[config.mk]
export PLATFORM = sky130hd
export DESIGN_NAME = sig_check_top
export DESIGN_NICKNAME = d
export VERILOG_FILES = /design/src/secp256k1_pkg.sv /design/src/sig_cmd_pkg.sv /design/src/sig_check_fsm.sv /design/src/sig_check_top.sv /design/src/sig_field_capture.sv /design/src/sig_reply_tx.sv /design/src/sig_watchdog.sv
export SDC_FILE = /design/constraint.sdc
export NUM_CORES = 1
export LEC_CHECK = 0
export ABC_AREA = 1
export BUFFER_PORTS_ARGS = -buffer_cell sky130_fd_sc_hd__buf_2
export CAP_MARGIN = 20
export CORE_ASPECT_RATIO = 0.7
export CORE_MARGIN = 2
export CORE_UTILIZATION = 61
export CTS_CLUSTER_SIZE = 12
export DETAILED_ROUTE_END_ITERATION = 7
export PLACE_DENSITY = 0.81
export REMOVE_ABC_BUFFERS = 1
export SYNTH_ARGS = -nofsm -noshare
export SYNTH_HDL_FRONTEND = slang
export SYNTH_SLANG_ARGS = --single-unit
[constraint.sdc]
create_clock -name i_clk -period 3.6 [get_ports i_clk]
set_clock_uncertainty 0.1 [all_clocks]
set_input_delay 0.54 -clock i_clk [delete_from_list [all_inputs] [get_ports i_clk]]
set_output_delay 0.54 -clock i_clk [all_outputs]
set_load 0.01 [all_outputs]
[src/secp256k1_pkg.sv]
package secp256k1_pkg;

  // Scalar and field elements are 256 bits wide
  localparam int SCALAR_BITS = 256;

  // A scalar arrives over the command stream in 64-bit words
  localparam int WORD_BITS = 64;
  localparam int SCALAR_WORDS = SCALAR_BITS / WORD_BITS;

  typedef logic [SCALAR_BITS-1:0] scalar_t;

  // Group order n of the curve
  localparam scalar_t CURVE_N =
    256'hFFFFFFFF_FFFFFFFF_FFFFFFFF_FFFFFFFE_BAAEDCE6_AF48A03B_BFD25E8C_D0364141;

endpackage

[src/sig_cmd_pkg.sv]
package sig_cmd_pkg;

  typedef logic [63:0] beat_dat_t;

  // Valid bytes in the last beat, 0 means all eight
  typedef logic [2:0] beat_mod_t;

  typedef struct packed {
    beat_dat_t dat;
    logic      sop;
    logic      eop;
    beat_mod_t mod;
  } stream_beat_t;

  typedef enum logic [15:0] {
    VERIFY_SIG     = 16'h0101,
    VERIFY_SIG_RPL = 16'h0201
  } cmd_code_t;

  typedef logic [15:0] cmd_len_t;

  typedef struct packed {
    cmd_code_t   cmd;
    cmd_len_t    len;
    logic [31:0] rsvd;
  } cmd_hdr_t;

  typedef logic [4:0] beat_idx_t;

  // Verify command layout, header at beat 0, scalars least significant word first
  localparam int CMD_BEATS = 22;
  localparam int BEAT_IDX_POS = 1;
  localparam int BEAT_S_POS = 2;
  localparam int BEAT_R_POS = 6;

  typedef struct packed {
    logic [4:0] spare;
    logic       timeout_fail;
    logic       out_of_range_r;
    logic       out_of_range_s;
  } sig_status_t;

  localparam int RPL_BEATS = 3;

  localparam int WDOG_CYCLES = 1024;
  typedef logic [10:0] wdog_cnt_t;

  typedef enum logic [2:0] {
    IDLE,
    PARSE,
    REPLY,
    DRAIN,
    IGNORE
  } chk_state_t;

endpackage

[src/sig_check_fsm.sv]
`timescale 1ns/1ps

module sig_check_fsm (
  input  logic                      i_clk,
  input  logic                      i_rst,
  input  sig_cmd_pkg::stream_beat_t i_cmd,
  input  logic                      i_cmd_val,
  output logic                      o_cmd_rdy,
  output logic                      o_cap_we,
  output sig_cmd_pkg::beat_idx_t    o_beat,
  output logic                      o_busy,
  input  logic                      i_expired,
  output logic                      o_rpl_start,
  output logic                      o_timeout,
  input  logic                      i_rpl_done
);

  sig_cmd_pkg::chk_state_t state;
  sig_cmd_pkg::chk_state_t state_nxt;
  sig_cmd_pkg::cmd_hdr_t   hdr;
  sig_cmd_pkg::beat_idx_t  beat_cnt;
  logic                    take;
  logic                    last_beat;

  always_comb begin
    hdr       = sig_cmd_pkg::cmd_hdr_t'(i_cmd.dat);
    take      = i_cmd_val && o_cmd_rdy;
    last_beat = (beat_cnt == sig_cmd_pkg::beat_idx_t'(sig_cmd_pkg::CMD_BEATS - 1));
    o_cap_we  = take && (state == sig_cmd_pkg::PARSE);
    o_beat    = beat_cnt;
  end

  always_comb begin
    state_nxt = state;
    case (state)
      sig_cmd_pkg::IDLE: begin
        if (take) begin
          if (hdr.cmd == sig_cmd_pkg::VERIFY_SIG) begin
            state_nxt = sig_cmd_pkg::PARSE;
          end else if (!i_cmd.eop) begin
            state_nxt = sig_cmd_pkg::IGNORE;
          end
        end
      end
      sig_cmd_pkg::PARSE: begin
        // A completed command wins over a watchdog expiring in the same cycle
        if ((take && last_beat) || i_expired) begin
          state_nxt = sig_cmd_pkg::REPLY;
        end
      end
      sig_cmd_pkg::REPLY: begin
        if (i_rpl_done) begin
          state_nxt = o_timeout ? sig_cmd_pkg::DRAIN : sig_cmd_pkg::IDLE;
        end
      end
      sig_cmd_pkg::DRAIN, sig_cmd_pkg::IGNORE: begin
        if (take && i_cmd.eop) begin
          state_nxt = sig_cmd_pkg::IDLE;
        end
      end
      default: begin
        state_nxt = sig_cmd_pkg::IDLE;
      end
    endcase
  end

  always_ff @(posedge i_clk) begin
    if (i_rst) begin
      state       <= sig_cmd_pkg::IDLE;
      beat_cnt    <= '0;
      o_cmd_rdy   <= 1'b0;
      o_busy      <= 1'b0;
      o_rpl_start <= 1'b0;
      o_timeout   <= 1'b0;
    end else begin
      state       <= state_nxt;
      o_cmd_rdy   <= (state_nxt != sig_cmd_pkg::REPLY);
      o_busy      <= (state_nxt == sig_cmd_pkg::PARSE);
      o_rpl_start <= (state == sig_cmd_pkg::PARSE) && (state_nxt == sig_cmd_pkg::REPLY);

      // Next expected position is the index beat after the header
      if (state == sig_cmd_pkg::IDLE) begin
        beat_cnt <= sig_cmd_pkg::beat_idx_t'(sig_cmd_pkg::BEAT_IDX_POS);
      end else if (o_cap_we) begin
        beat_cnt <= beat_cnt + 1'b1;
      end

      if ((state == sig_cmd_pkg::PARSE) && (state_nxt == sig_cmd_pkg::REPLY)) begin
        o_timeout <= !(take && last_beat);
      end
    end
  end

endmodule

[src/sig_check_top.sv]
`timescale 1ns/1ps

module sig_check_top (
  input  logic                      i_clk,
  input  logic                      i_rst,
  input  sig_cmd_pkg::stream_beat_t i_cmd,
  input  logic                      i_cmd_val,
  output logic                      o_cmd_rdy,
  output sig_cmd_pkg::stream_beat_t o_rpl,
  output logic                      o_rpl_val,
  input  logic                      i_rpl_rdy
);

  sig_cmd_pkg::beat_idx_t   beat;
  sig_cmd_pkg::beat_dat_t   index;
  sig_cmd_pkg::sig_status_t range;
  sig_cmd_pkg::sig_status_t status;
  logic                     cap_we;
  logic                     busy;
  logic                     expired;
  logic                     rpl_start;
  logic                     timeout;
  logic                     rpl_done;

  // Range flags mean nothing for a partly received command
  always_comb begin
    status                = '0;
    status.out_of_range_s = range.out_of_range_s && !timeout;
    status.out_of_range_r = range.out_of_range_r && !timeout;
    status.timeout_fail   = timeout;
  end

  sig_check_fsm u_fsm (
    .i_clk       (i_clk),
    .i_rst       (i_rst),
    .i_cmd       (i_cmd),
    .i_cmd_val   (i_cmd_val),
    .o_cmd_rdy   (o_cmd_rdy),
    .o_cap_we    (cap_we),
    .o_beat      (beat),
    .o_busy      (busy),
    .i_expired   (expired),
    .o_rpl_start (rpl_start),
    .o_timeout   (timeout),
    .i_rpl_done  (rpl_done)
  );

  sig_watchdog u_watchdog (
    .i_clk     (i_clk),
    .i_rst     (i_rst),
    .i_run     (busy),
    .o_expired (expired)
  );

  sig_field_capture u_capture (
    .i_clk     (i_clk),
    .i_rst     (i_rst),
    .i_cmd_dat (i_cmd.dat),
    .i_we      (cap_we),
    .i_beat    (beat),
    .o_index   (index),
    .o_range   (range)
  );

  sig_reply_tx u_reply_tx (
    .i_clk     (i_clk),
    .i_rst     (i_rst),
    .i_start   (rpl_start),
    .i_index   (index),
    .i_status  (status),
    .o_rpl     (o_rpl),
    .o_rpl_val (o_rpl_val),
    .i_rpl_rdy (i_rpl_rdy),
    .o_done    (rpl_done)
  );

endmodule

[src/sig_field_capture.sv]
`timescale 1ns/1ps

module sig_field_capture (
  input  logic                     i_clk,
  input  logic                     i_rst,
  input  sig_cmd_pkg::beat_dat_t   i_cmd_dat,
  input  logic                     i_we,
  input  sig_cmd_pkg::beat_idx_t   i_beat,
  output sig_cmd_pkg::beat_dat_t   o_index,
  output sig_cmd_pkg::sig_status_t o_range
);

  localparam int SEL_W = $clog2(secp256k1_pkg::SCALAR_WORDS);
  localparam int S_LAST = sig_cmd_pkg::BEAT_S_POS + secp256k1_pkg::SCALAR_WORDS - 1;
  localparam int R_LAST = sig_cmd_pkg::BEAT_R_POS + secp256k1_pkg::SCALAR_WORDS - 1;

  secp256k1_pkg::scalar_t s_q;
  secp256k1_pkg::scalar_t r_q;
  logic [SEL_W-1:0]       s_sel;
  logic [SEL_W-1:0]       r_sel;
  logic                   s_hit;
  logic                   r_hit;
  logic                   idx_hit;

  // Beat position to target field and word within it
  always_comb begin
    idx_hit = (i_beat == sig_cmd_pkg::beat_idx_t'(sig_cmd_pkg::BEAT_IDX_POS));
    s_hit   = (i_beat >= sig_cmd_pkg::beat_idx_t'(sig_cmd_pkg::BEAT_S_POS)) &&
              (i_beat <= sig_cmd_pkg::beat_idx_t'(S_LAST));
    r_hit   = (i_beat >= sig_cmd_pkg::beat_idx_t'(sig_cmd_pkg::BEAT_R_POS)) &&
              (i_beat <= sig_cmd_pkg::beat_idx_t'(R_LAST));
    s_sel   = SEL_W'(i_beat - sig_cmd_pkg::beat_idx_t'(sig_cmd_pkg::BEAT_S_POS));
    r_sel   = SEL_W'(i_beat - sig_cmd_pkg::beat_idx_t'(sig_cmd_pkg::BEAT_R_POS));
  end

  always_ff @(posedge i_clk) begin
    if (i_rst) begin
      o_index <= '0;
      s_q     <= '0;
      r_q     <= '0;
    end else if (i_we) begin
      if (idx_hit) begin
        o_index <= i_cmd_dat;
      end
      if (s_hit) begin
        s_q[s_sel*secp256k1_pkg::WORD_BITS +: secp256k1_pkg::WORD_BITS] <= i_cmd_dat;
      end
      if (r_hit) begin
        r_q[r_sel*secp256k1_pkg::WORD_BITS +: secp256k1_pkg::WORD_BITS] <= i_cmd_dat;
      end
    end
  end

  // Out of range at n and above
  always_comb begin
    o_range                = '0;
    o_range.out_of_range_s = (s_q >= secp256k1_pkg::CURVE_N);
    o_range.out_of_range_r = (r_q >= secp256k1_pkg::CURVE_N);
  end

endmodule

[src/sig_reply_tx.sv]
`timescale 1ns/1ps

module sig_reply_tx (
  input  logic                      i_clk,
  input  logic                      i_rst,
  input  logic                      i_start,
  input  sig_cmd_pkg::beat_dat_t    i_index,
  input  sig_cmd_pkg::sig_status_t  i_status,
  output sig_cmd_pkg::stream_beat_t o_rpl,
  output logic                      o_rpl_val,
  input  logic                      i_rpl_rdy,
  output logic                      o_done
);

  localparam int CNT_W = $clog2(sig_cmd_pkg::RPL_BEATS);

  logic [CNT_W-1:0]         beat_cnt;
  logic                     last;
  sig_cmd_pkg::beat_dat_t   index_q;
  sig_cmd_pkg::sig_status_t status_q;
  sig_cmd_pkg::cmd_hdr_t    hdr;

  // Beat contents come from latched values so they hold under back-pressure
  always_comb begin
    hdr     = '0;
    hdr.cmd = sig_cmd_pkg::VERIFY_SIG_RPL;
    hdr.len = sig_cmd_pkg::cmd_len_t'(sig_cmd_pkg::RPL_BEATS);
    last    = (beat_cnt == CNT_W'(sig_cmd_pkg::RPL_BEATS - 1));
    o_done  = o_rpl_val && i_rpl_rdy && last;

    o_rpl = '0;
    if (beat_cnt == '0) begin
      o_rpl.dat = hdr;
      o_rpl.sop = 1'b1;
    end else if (last) begin
      // Status in the low byte, full last beat
      o_rpl.dat = sig_cmd_pkg::beat_dat_t'(status_q);
      o_rpl.eop = 1'b1;
    end else begin
      o_rpl.dat = index_q;
    end
  end

  always_ff @(posedge i_clk) begin
    if (i_start) begin
      index_q  <= i_index;
      status_q <= i_status;
    end
  end

  always_ff @(posedge i_clk) begin
    if (i_rst) begin
      o_rpl_val <= 1'b0;
      beat_cnt  <= '0;
    end else if (i_start) begin
      o_rpl_val <= 1'b1;
      beat_cnt  <= '0;
    end else if (o_rpl_val && i_rpl_rdy) begin
      if (last) begin
        o_rpl_val <= 1'b0;
        beat_cnt  <= '0;
      end else begin
        beat_cnt <= beat_cnt + 1'b1;
      end
    end
  end

endmodule

[src/sig_watchdog.sv]
`timescale 1ns/1ps

module sig_watchdog (
  input  logic i_clk,
  input  logic i_rst,
  input  logic i_run,
  output logic o_expired
);

  sig_cmd_pkg::wdog_cnt_t cnt;

  // Restarts whenever the command leaves the parse phase
  always_ff @(posedge i_clk) begin
    if (i_rst || !i_run) begin
      cnt <= '0;
    end else if (!o_expired) begin
      cnt <= cnt + 1'b1;
    end
  end

  // Holds at the limit until i_run drops
  assign o_expired = (cnt == sig_cmd_pkg::wdog_cnt_t'(sig_cmd_pkg::WDOG_CYCLES));

endmodule

# Yosys cells after proc, flatten, opt, wreduce, memory -nomap -nowiden
# Cells that the tools add are included.
# word_totals
elab_cells	95
inputBits	73
out_inout_bits	71
ff_bits	669
# op_classes
shifts	4
reduce_logical	28
muxes	21
n_eq_ne	12
add_sub_neg	7
magnitude_cmp	6
# op_table
op	count
bitwise mux 256 bit	2
>= comparator 256 bit, second input constant	2
variable shift 64 x 34 -> 256 bit, first input constant	2
indexed part select 64 x 34 -> 256 bit	2
two-way mux 64 bit	2
negation 8 -> 34 bit	2
two-way mux 3 bit	6
== test 16 x 9 -> 1 bit, second input constant	1
one-hot mux 3 bit (4 select lines)	1
adder 11 x 1 -> 11 bit, second input constant	1
== test 11 bit, second input constant	1
logical AND 1 bit	11
== test 3 x 2 -> 1 bit, second input constant	3
two-way mux 1 bit	8
AND reduction 2 bit	4
== test 3 x 1 -> 1 bit, second input constant	2
nonzero test 2 bit	3
OR reduction 2 bit	3
adder 5 x 1 -> 5 bit, second input constant	1
== test 5 x 1 -> 1 bit, second input constant	1
== test 5 bit, second input constant	1
>= comparator 5 x 2 -> 1 bit, second input constant	1
>= comparator 5 x 3 -> 1 bit, second input constant	1
<= comparator 5 x 3 -> 1 bit, second input constant	1
11 further kinds	16

# Depth between registers and ports, before layout
# Gate-level depths: netlist of the first run.
# logic_depth
word_depth	7
ltp_mapped	15
ltp_nobuf	13

# Hierarchy
# Synthesis of the first run repeated with hierarchy kept, for this count alone.
# unflattened
cells_unflattened	3691
area_unflattened_um2	28019.4
# modules_own_cells
mod	seq_area_each_um2	area_each_um2	cells_each	instances
sig_field_capture	11531.1	23832.9	3269	1
sig_reply_tx	2222.1	2896.5	224	1
sig_check_fsm	240.2	675.6	101	1
sig_watchdog	220.2	595.6	92	1
sig_check_top	0.0	18.8	5	1

# Worst setup path before layout of the first run
# Ideal clock, no wire load.
# synth_path
kind	flip-flop to flip-flop
startpoint	reg u_fsm.beat_cnt[0] (netlist: u_fsm.o_beat[0])
endpoint	reg u_capture.s_q[28]
setup_ps	86
path_slack_ps	888
path_buffers	5
synth_period_minus_slack_ps	2712
stages_incl_launch_ff	14
t_required_ps	3414
arrival_time_ps	2526
cell_sequence	dfxtp_1 buf_2 clkinv_1 buf_1 ha_1 buf_2 inv_1 nor3_2 inv_1 buf_2 buf_2 nor2_1 nor2_1 a211oi_1
# synth_via
elab_chain_cells	4
elab_cells_between_ends	9
classes_between	add/sub: 2; order compare: 2; shift: 2; mux: 1; reduce/logical: 2
# synth_lines
item	line_no	source
from (decl)	sig_check_fsm.sv:21	sig_cmd_pkg::beat_idx_t beat_cnt;
from (signal assigned)	sig_check_fsm.sv:83	beat_cnt <= sig_cmd_pkg::beat_idx_t'(sig_cmd_pkg::BEAT_IDX_POS);
from (signal assigned)	sig_check_fsm.sv:85	beat_cnt <= beat_cnt + 1'b1;
subtractor 2 bit	sig_field_capture.sv:32	s_sel = SEL_W'(i_beat - sig_cmd_pkg::beat_idx_t'(sig_cmd_pkg::BEAT_S_POS));
negation 8 -> 34 bit	sig_field_capture.sv:46	s_q[s_sel*secp256k1_pkg::WORD_BITS +: secp256k1_pkg::WORD_BITS] <= i_cmd_dat;
indexed part select 64 x 34 -> 256 bit / variable shift 64 x 34 -> 256 bit (equally long branches)	sig_field_capture.sv:46	
bitwise mux 256 bit	sig_field_capture.sv:46	
to (signal, indexed assignment)	sig_field_capture.sv:46	
to (decl)	sig_field_capture.sv:17	secp256k1_pkg::scalar_t s_q;
# Parallel ways exist; a longest one is shown, timed or not.
# A chain may end at the register's enable or synchronous reset.

==> impl_metrics.yaml, run 1 <==
layout:
  syn2layout_area_growth_pct: 10.0
  drive_gt1_share_pct: 9.55
  final_cell_mix: "nor2_1 (1000), dfxtp_1 (600), o21ai_0 (479)"
  layoutNonFillerInstCount: 4279
  diodes: 0
  final_common_cell: "nor2_1"
  fin_nets: 3725
min_path:
  min_path_cells: 4
  hold_class: "in -> reg"
  min_to: "u_fsm.state[2]$_SDFF_PP0_"
  min_from: "i_cmd[3]"
flow_run:
  cap_violations: 0
sta:
  hold_violations: 0
  worst_pin_slew_ns: 1.04
  slew_violations: 0
  period_needed_ns: 3.32
  final.period_utilization_pct: 92.4
  holdWs_ns: 0.165
  setup_viol: 0
  maxSlewHeadroom_pct: 30.4
  max_freq_mhz: 301
  rsz0062_at_grt: "no"
global_route:
  grt_pass1_vias: 22265
  antenna_found_initial: 0
  grt_util_all_layers_pct: 31.9
  grt_first_pass_wirelength_um: 120000
  grt.overflow.total: 0
  grt_max_degree: 147
floorplan:
  num_rows: 65
  core-area_mm2: 0.0449
  die_area_mm2: 0.0470
  die_w_um: 258
  die_h_um: 182
  initial_core_util_pct: 61.6
  io_pins: 144
drt:
  post_drt_wl_per_cell_um: 17.7
  drt-pass1-iter-count: 7
  drt_iter0_drc: 3019
  vias: 24860
  finalWirelength_um: 75800
  drc: 0
  antenna_left: 0
  avgViaCountPerCell: 5.81
clocking:
  cts_setup_buffers: 0
  cts_buffer_depth: 3
  clock-sinks: 669
  clkTransAtPathRegs_ns: 0.06
  hold_buffers: 0
  cts_tree: "done"
  post_cts_resized: 0
  cts_buffers: 66
  clk_latency_ns: 0.60
  htree_levels: 3
  cts_root_buf: "clkbuf_16"
synthesis:
  synth-adder-area-share_pct: 0.362
  synth_top_family_by_area: "simple AND/OR/NAND/NOR gates"
  netlist_instances: 3642
  synth_compound_area_share_pct: 17.0
  synth-warning-count: 0
  synthArstFlopShare_pct: 0
  synth_seq_cells: 669
  synth_edf_count: 67
  synth_xor_area_share_pct: 0.0317
  ys.flop_type: "dfxtp_1"
  yosys-mux-area-fraction_pct: 0
  synth.distinct_cells: 42
  syn_area_mm2: 0.0276
  synth-simple-area-share_pct: 24.7
  synth_seq_area_share_pct: 50.9
  synth_area_per_cell_um2: 7.59
worst_setup_path:
  regToRegEndpoint: "u_capture.r_q[232]$_SDFFE_PP0P_"
  arrival_ns: 2.68
  rrSetupSlack_ns: 0.63
  r2r-start: "u_fsm.o_beat[0]$_SDFFE_PP0P_"
  endpoint_kind: "output pin"
  startpoint_type: "flop"
  cp_max_fo: 59
  cp_data_required_time_ns: 2.96
  r2r_cells: 9
  crit_type: "reg -> out"
placed_design:
  dp_hpwl_um: 50500
  port_buffers: 136
  routabilityCongestion: 0.917
  dp_cells: 4177
power_and_ir_drop:
  vdd_drop_max_mv: 0.338
  power_leakage_uw: 0.0114
  powerDensity_mw_per_mm2: 473
outcome:
  status: "complete, no violations"
[worst max-delay path, stage by stage, from the launching register on]
cell,delay (ns)
dfxtp_1,0.81
nor2_1,0.17
inv_2,0.17
buf_4,0.48
nand2_1,0.11
nor2_1,0.14
buf_2,0.15
[flip-flops by register name, summed over array words and instances, names as in the netlist, 2 cells and up]
register / cells
u_capture.r_q: 256
u_capture.s_q: 256
u_capture.o_index: 64
u_reply_tx.index_q: 64
u_watchdog.cnt: 11
u_fsm.o_beat: 5
u_fsm.state: 3
u_reply_tx.status_q: 3
u_reply_tx.beat_cnt: 2
[cells in the mapped netlist (4+ instances only)]
| library cell | count | area share (%) |
|---|---|---|
| nor3_1 | 97 | 1.8 |
| buf_2 | 47 | 0.85 |
| a211oi_1 | 30 | 0.81 |
| inv_2 | 11 | 0.15 |
| nand3_1 | 96 | 1.7 |
| nor4_1 | 17 | 0.38 |
| ha_1 | 8 | 0.36 |
| buf_1 | 11 | 0.15 |
| o21ai_0 | 479 | 8.7 |
| nor2_1 | 1002 | 14 |
| inv_1 | 217 | 2.9 |
| buf_4 | 18 | 0.49 |
| dfxtp_1 | 602 | 44 |
| nand4_1 | 100 | 2.3 |
| edfxtp_1 | 67 | 7.3 |
| or2_2 | 7 | 0.16 |
| a211oi_2 | 56 | 2.5 |
| clkinv_1 | 4 | 0.054 |
| a21oi_1 | 239 | 4.3 |
| clkbuf_1 | 171 | 2.3 |
| nand2_1 | 328 | 4.5 |
[cell families after synthesis]
family / after synthesis
buffers and inverters: 479
adder cells (fa/ha/maj): 8
XOR/XNOR: 1
AND/OR/NAND/NOR: 1658
AO/OA/AOI/OAI: 826
flip-flops: 669
other: 1
[metrics by stage]
step	instance area (µm²)	util, %	power (µW)	setup slack, ns	TNS, ns
detailed placement	28500	63.5	8240	0.585	0
floorplan	26600	-	8000	-6.03	-1790.33
global placement	28500	63.5	8240	0.699	0
global route	30400	67.7	14800	0.151	0
finish	30400	67.7	14400	0.275	0
CTS	30400	67.6	14400	0.296	0
[per-layer routing]
layer	up-vias	global-route usage (%)	routed length [µm]
li1	12026	-	-
met2	1159	47.8	32700
met4	0	11.4	2480
met3	132	6.14	7630
met1	11543	45.9	33000
met5	-	0	0
[cell type report]
| class | instances | area (µm²) |
|---|---|---|
| tap | 603 | 754 |
| sequential | 669 | 14100 |
| fill | 3823 | 14500 |
| inverter | 232 | 878 |
| timing repair buffer | 179 | 1130 |
| clock buffer | 91 | 1760 |
| clock inverter | 9 | 104 |
| multi-input combinational | 2496 | 11700 |
[worst max-delay path by stage]
stage,from,to,slack [ns],depth (start not counted)
final,u_reply_tx.beat_cnt[0]$_SDFFE_PP0P_,o_rpl[60],0.28,6
after global routing,u_reply_tx.beat_cnt[0]$_SDFFE_PP0P_,o_rpl[63],0.15,6
after CTS,u_reply_tx.beat_cnt[0]$_SDFFE_PP0P_,o_rpl[60],0.30,6
after detailed placement,u_fsm.o_beat[0]$_SDFFE_PP0P_,u_capture.r_q[55]$_SDFFE_PP0P_,0.58,8
after global placement,u_fsm.o_beat[0]$_SDFFE_PP0P_,u_capture.r_q[60]$_SDFFE_PP0P_,0.70,8
after floorplan,u_fsm.o_beat[0]$_SDFFE_PP0P_,u_capture.o_index[0]$_SDFFE_PP0P_,-6.03,4
[power by group]
| group | switching, µW | leakage (µW) | internal (µW) |
|---|---|---|---|
| clock | 2810 | 0.000901 | 3470 |
| sequential | 1.82 | 0.00531 | 7510 |
| combinational | 456 | 0.00516 | 136 |
Power figures use the tool's default switching activity.
==> run 2, diff against run 1 <==
--- a/config.mk
+++ b/config.mk
@@ -10,10 +10,10 @@
 export CAP_MARGIN = 20
 export CORE_ASPECT_RATIO = 0.7
 export CORE_MARGIN = 2
-export CORE_UTILIZATION = 61
+export CORE_UTILIZATION = 40
 export CTS_CLUSTER_SIZE = 12
 export DETAILED_ROUTE_END_ITERATION = 7
-export PLACE_DENSITY = 0.81
+export PLACE_DENSITY = 0.58
 export REMOVE_ABC_BUFFERS = 1
 export SYNTH_ARGS = -nofsm -noshare
 export SYNTH_HDL_FRONTEND = slang
==> impl_metrics.yaml, run 2 (synthesis gave the netlist of run 1 again) <==
drt:
  drt-pass1-iter-count: 5
  finalWirelength_um: 83800
  drt_iter0_drc: 2466
  avgViaCountPerCell: 5.24
  antenna_left: 0
  vias: 24123
  post_drt_wl_per_cell_um: 18.2
  drc: 0
layout:
  fin_nets: 3742
  diodes: 0
  drive_gt1_share_pct: 10.1
  final_cell_mix: "nor2_1 (1000), dfxtp_1 (600), o21ai_0 (479)"
  fin_area_mm2: 0.0311
  syn2layout_area_growth_pct: 12.6
  nFillCells: 7011
  largestRegisters: "u_capture.r_q: 256 flops, u_capture.s_q: 256 flops"
  final_common_cell: "nor2_1"
power_and_ir_drop:
  vdd_drop_max_mv: 0.343
  power_leakage_uw: 0.0116
  powerDensity_mw_per_mm2: 478
  finalPower_uw: 14900
clocking:
  cts_setup_buffers: 0
  clk_latency_ns: 0.61
  clkTransAtPathRegs_ns: 0.06
  htree_levels: 3
  hold_buffers: 0
  cts_buffers: 68
  post_cts_resized: 0
  cts_buffer_depth: 3
  cts_tree: "done"
  clock-sinks: 669
  cts_root_buf: "clkbuf_16"
worst_setup_path:
  path_cells: "clkinv_1 -> buf_4 -> ha_2 -> inv_2 -> nor3_2 -> inv_2 -> buf_12 -> nor2_1 -> nor2_1 -> a211oi_1"
  slowest_delay_ns: 0.88
  cp_max_fo: 56
  cp_slowest_cell: "nor3_2"
  cpLargestDelayFamily: "simple AND/OR/NAND/NOR gates"
  cp_data_required_time_ns: 4.01
  startpoint_type: "flop"
  rrSetupSlack_ns: 0.60
  regToRegEndpoint: "u_capture.r_q[0]$_SDFFE_PP0P_"
  crit_type: "reg -> reg"
  endpoint_kind: "flop"
  r2r_cells: 10
  r2r-start: "u_fsm.o_beat[0]$_SDFFE_PP0P_"
  critPathBufInv: 5
  arrival_ns: 3.41
floorplan:
  die_area_mm2: 0.0712
  io_pins: 144
  die_w_um: 318
  initial_core_util_pct: 40.5
  num_rows: 80
  core-area_mm2: 0.0683
  die_h_um: 224
sta:
  hold_violations: 0
  slew_violations: 0
  worst_pin_slew_ns: 1.13
  rsz0062_at_grt: "no"
  max_freq_mhz: 333
  setup_viol: 0
  period_needed_ns: 3.00
  maxSlewHeadroom_pct: 24.1
  final.period_utilization_pct: 83.4
global_route:
  grt_pass1_vias: 21692
  antenna_found_initial: 0
  grt_util_all_layers_pct: 23.1
  grt.overflow.total: 0
  grt_first_pass_wirelength_um: 130000
  grt_max_degree: 116
min_path:
  hold_class: "in -> reg"
  min_to: "u_capture.s_q[197]$_SDFFE_PP0P_"
  min_path_cells: 3
  min_from: "i_cmd[10]"
placed_design:
  port_buffers: 136
  placed_area_mm2: 0.0291
  routabilityCongestion: 0.871
  dp_hpwl_um: 56500
flow_run:
  cap_violations: 0
outcome:
  status: "complete, no violations"
run 2: layout make-up:
type                            instances  area (µm²)  area share [%]
Timing Repair Buffer                  194        1310            4.20
Multi-Input combinational cell       2496       11700            37.6
Inverter                              232         878            2.82
Clock buffer                          106        2020            6.49
Clock inverter                          3        18.8          0.0603
Tap cell                              902        1130            3.63
Sequential cell                       669       14100            45.2
run 2: report_power, final:
part	internal, µW	leakage [µW]	switching, µW
Combinational	141	0.00526	475
Clock	3830	0.000993	2930
Sequential	7510	0.00531	1.74
run 2: worst min-delay path: stages:
cell and delay (ns):
buf_2 0.11, nand3_1 0.10, a21oi_1 0.07
run 2: metrics by stage:
step                setup WS [ns]  hold slack, ns  util, %  TNS [ns]  std cells
detailed placement          0.709           0.314     42.6         0       4492
global placement            0.703           0.314     42.6         0       4492
global route                0.436           0.154     45.6         0       4602
floorplan                   -6.03           0.309        -  -1790.33       3397
finish                      0.597           0.166     45.6         0       4602
CTS                         0.651           0.145     45.6         0       4601
run 2: worst max-delay path by stage:
stage,cells past startpoint,endpoint,slack (ns),startpoint
2_1_floorplan,4,u_capture.o_index[0]$_SDFFE_PP0P_,-6.03,u_fsm.o_beat[0]$_SDFFE_PP0P_
3_3_place_gp,9,u_capture.r_q[69]$_SDFFE_PP0P_,0.70,u_fsm.o_beat[0]$_SDFFE_PP0P_
3_5_place_dp,9,u_capture.s_q[89]$_SDFFE_PP0P_,0.71,u_fsm.o_beat[0]$_SDFFE_PP0P_
4_1_cts,10,u_capture.r_q[0]$_SDFFE_PP0P_,0.65,u_fsm.o_beat[0]$_SDFFE_PP0P_
5_1_grt,9,u_capture.s_q[69]$_SDFFE_PP0P_,0.44,u_fsm.o_beat[0]$_SDFFE_PP0P_
6_report,10,u_capture.r_q[0]$_SDFFE_PP0P_,0.60,u_fsm.o_beat[0]$_SDFFE_PP0P_
run 2: layer usage:
layer / track usage, % / routed length (µm) / vias up
li1: - / - / 12098
met1: 35.1 / 41300 / 11195
met2: 33.4 / 34800 / 725
met3: 4.66 / 6000 / 105
met4: 5.40 / 1740 / 0
met5: 0 / 0 / -
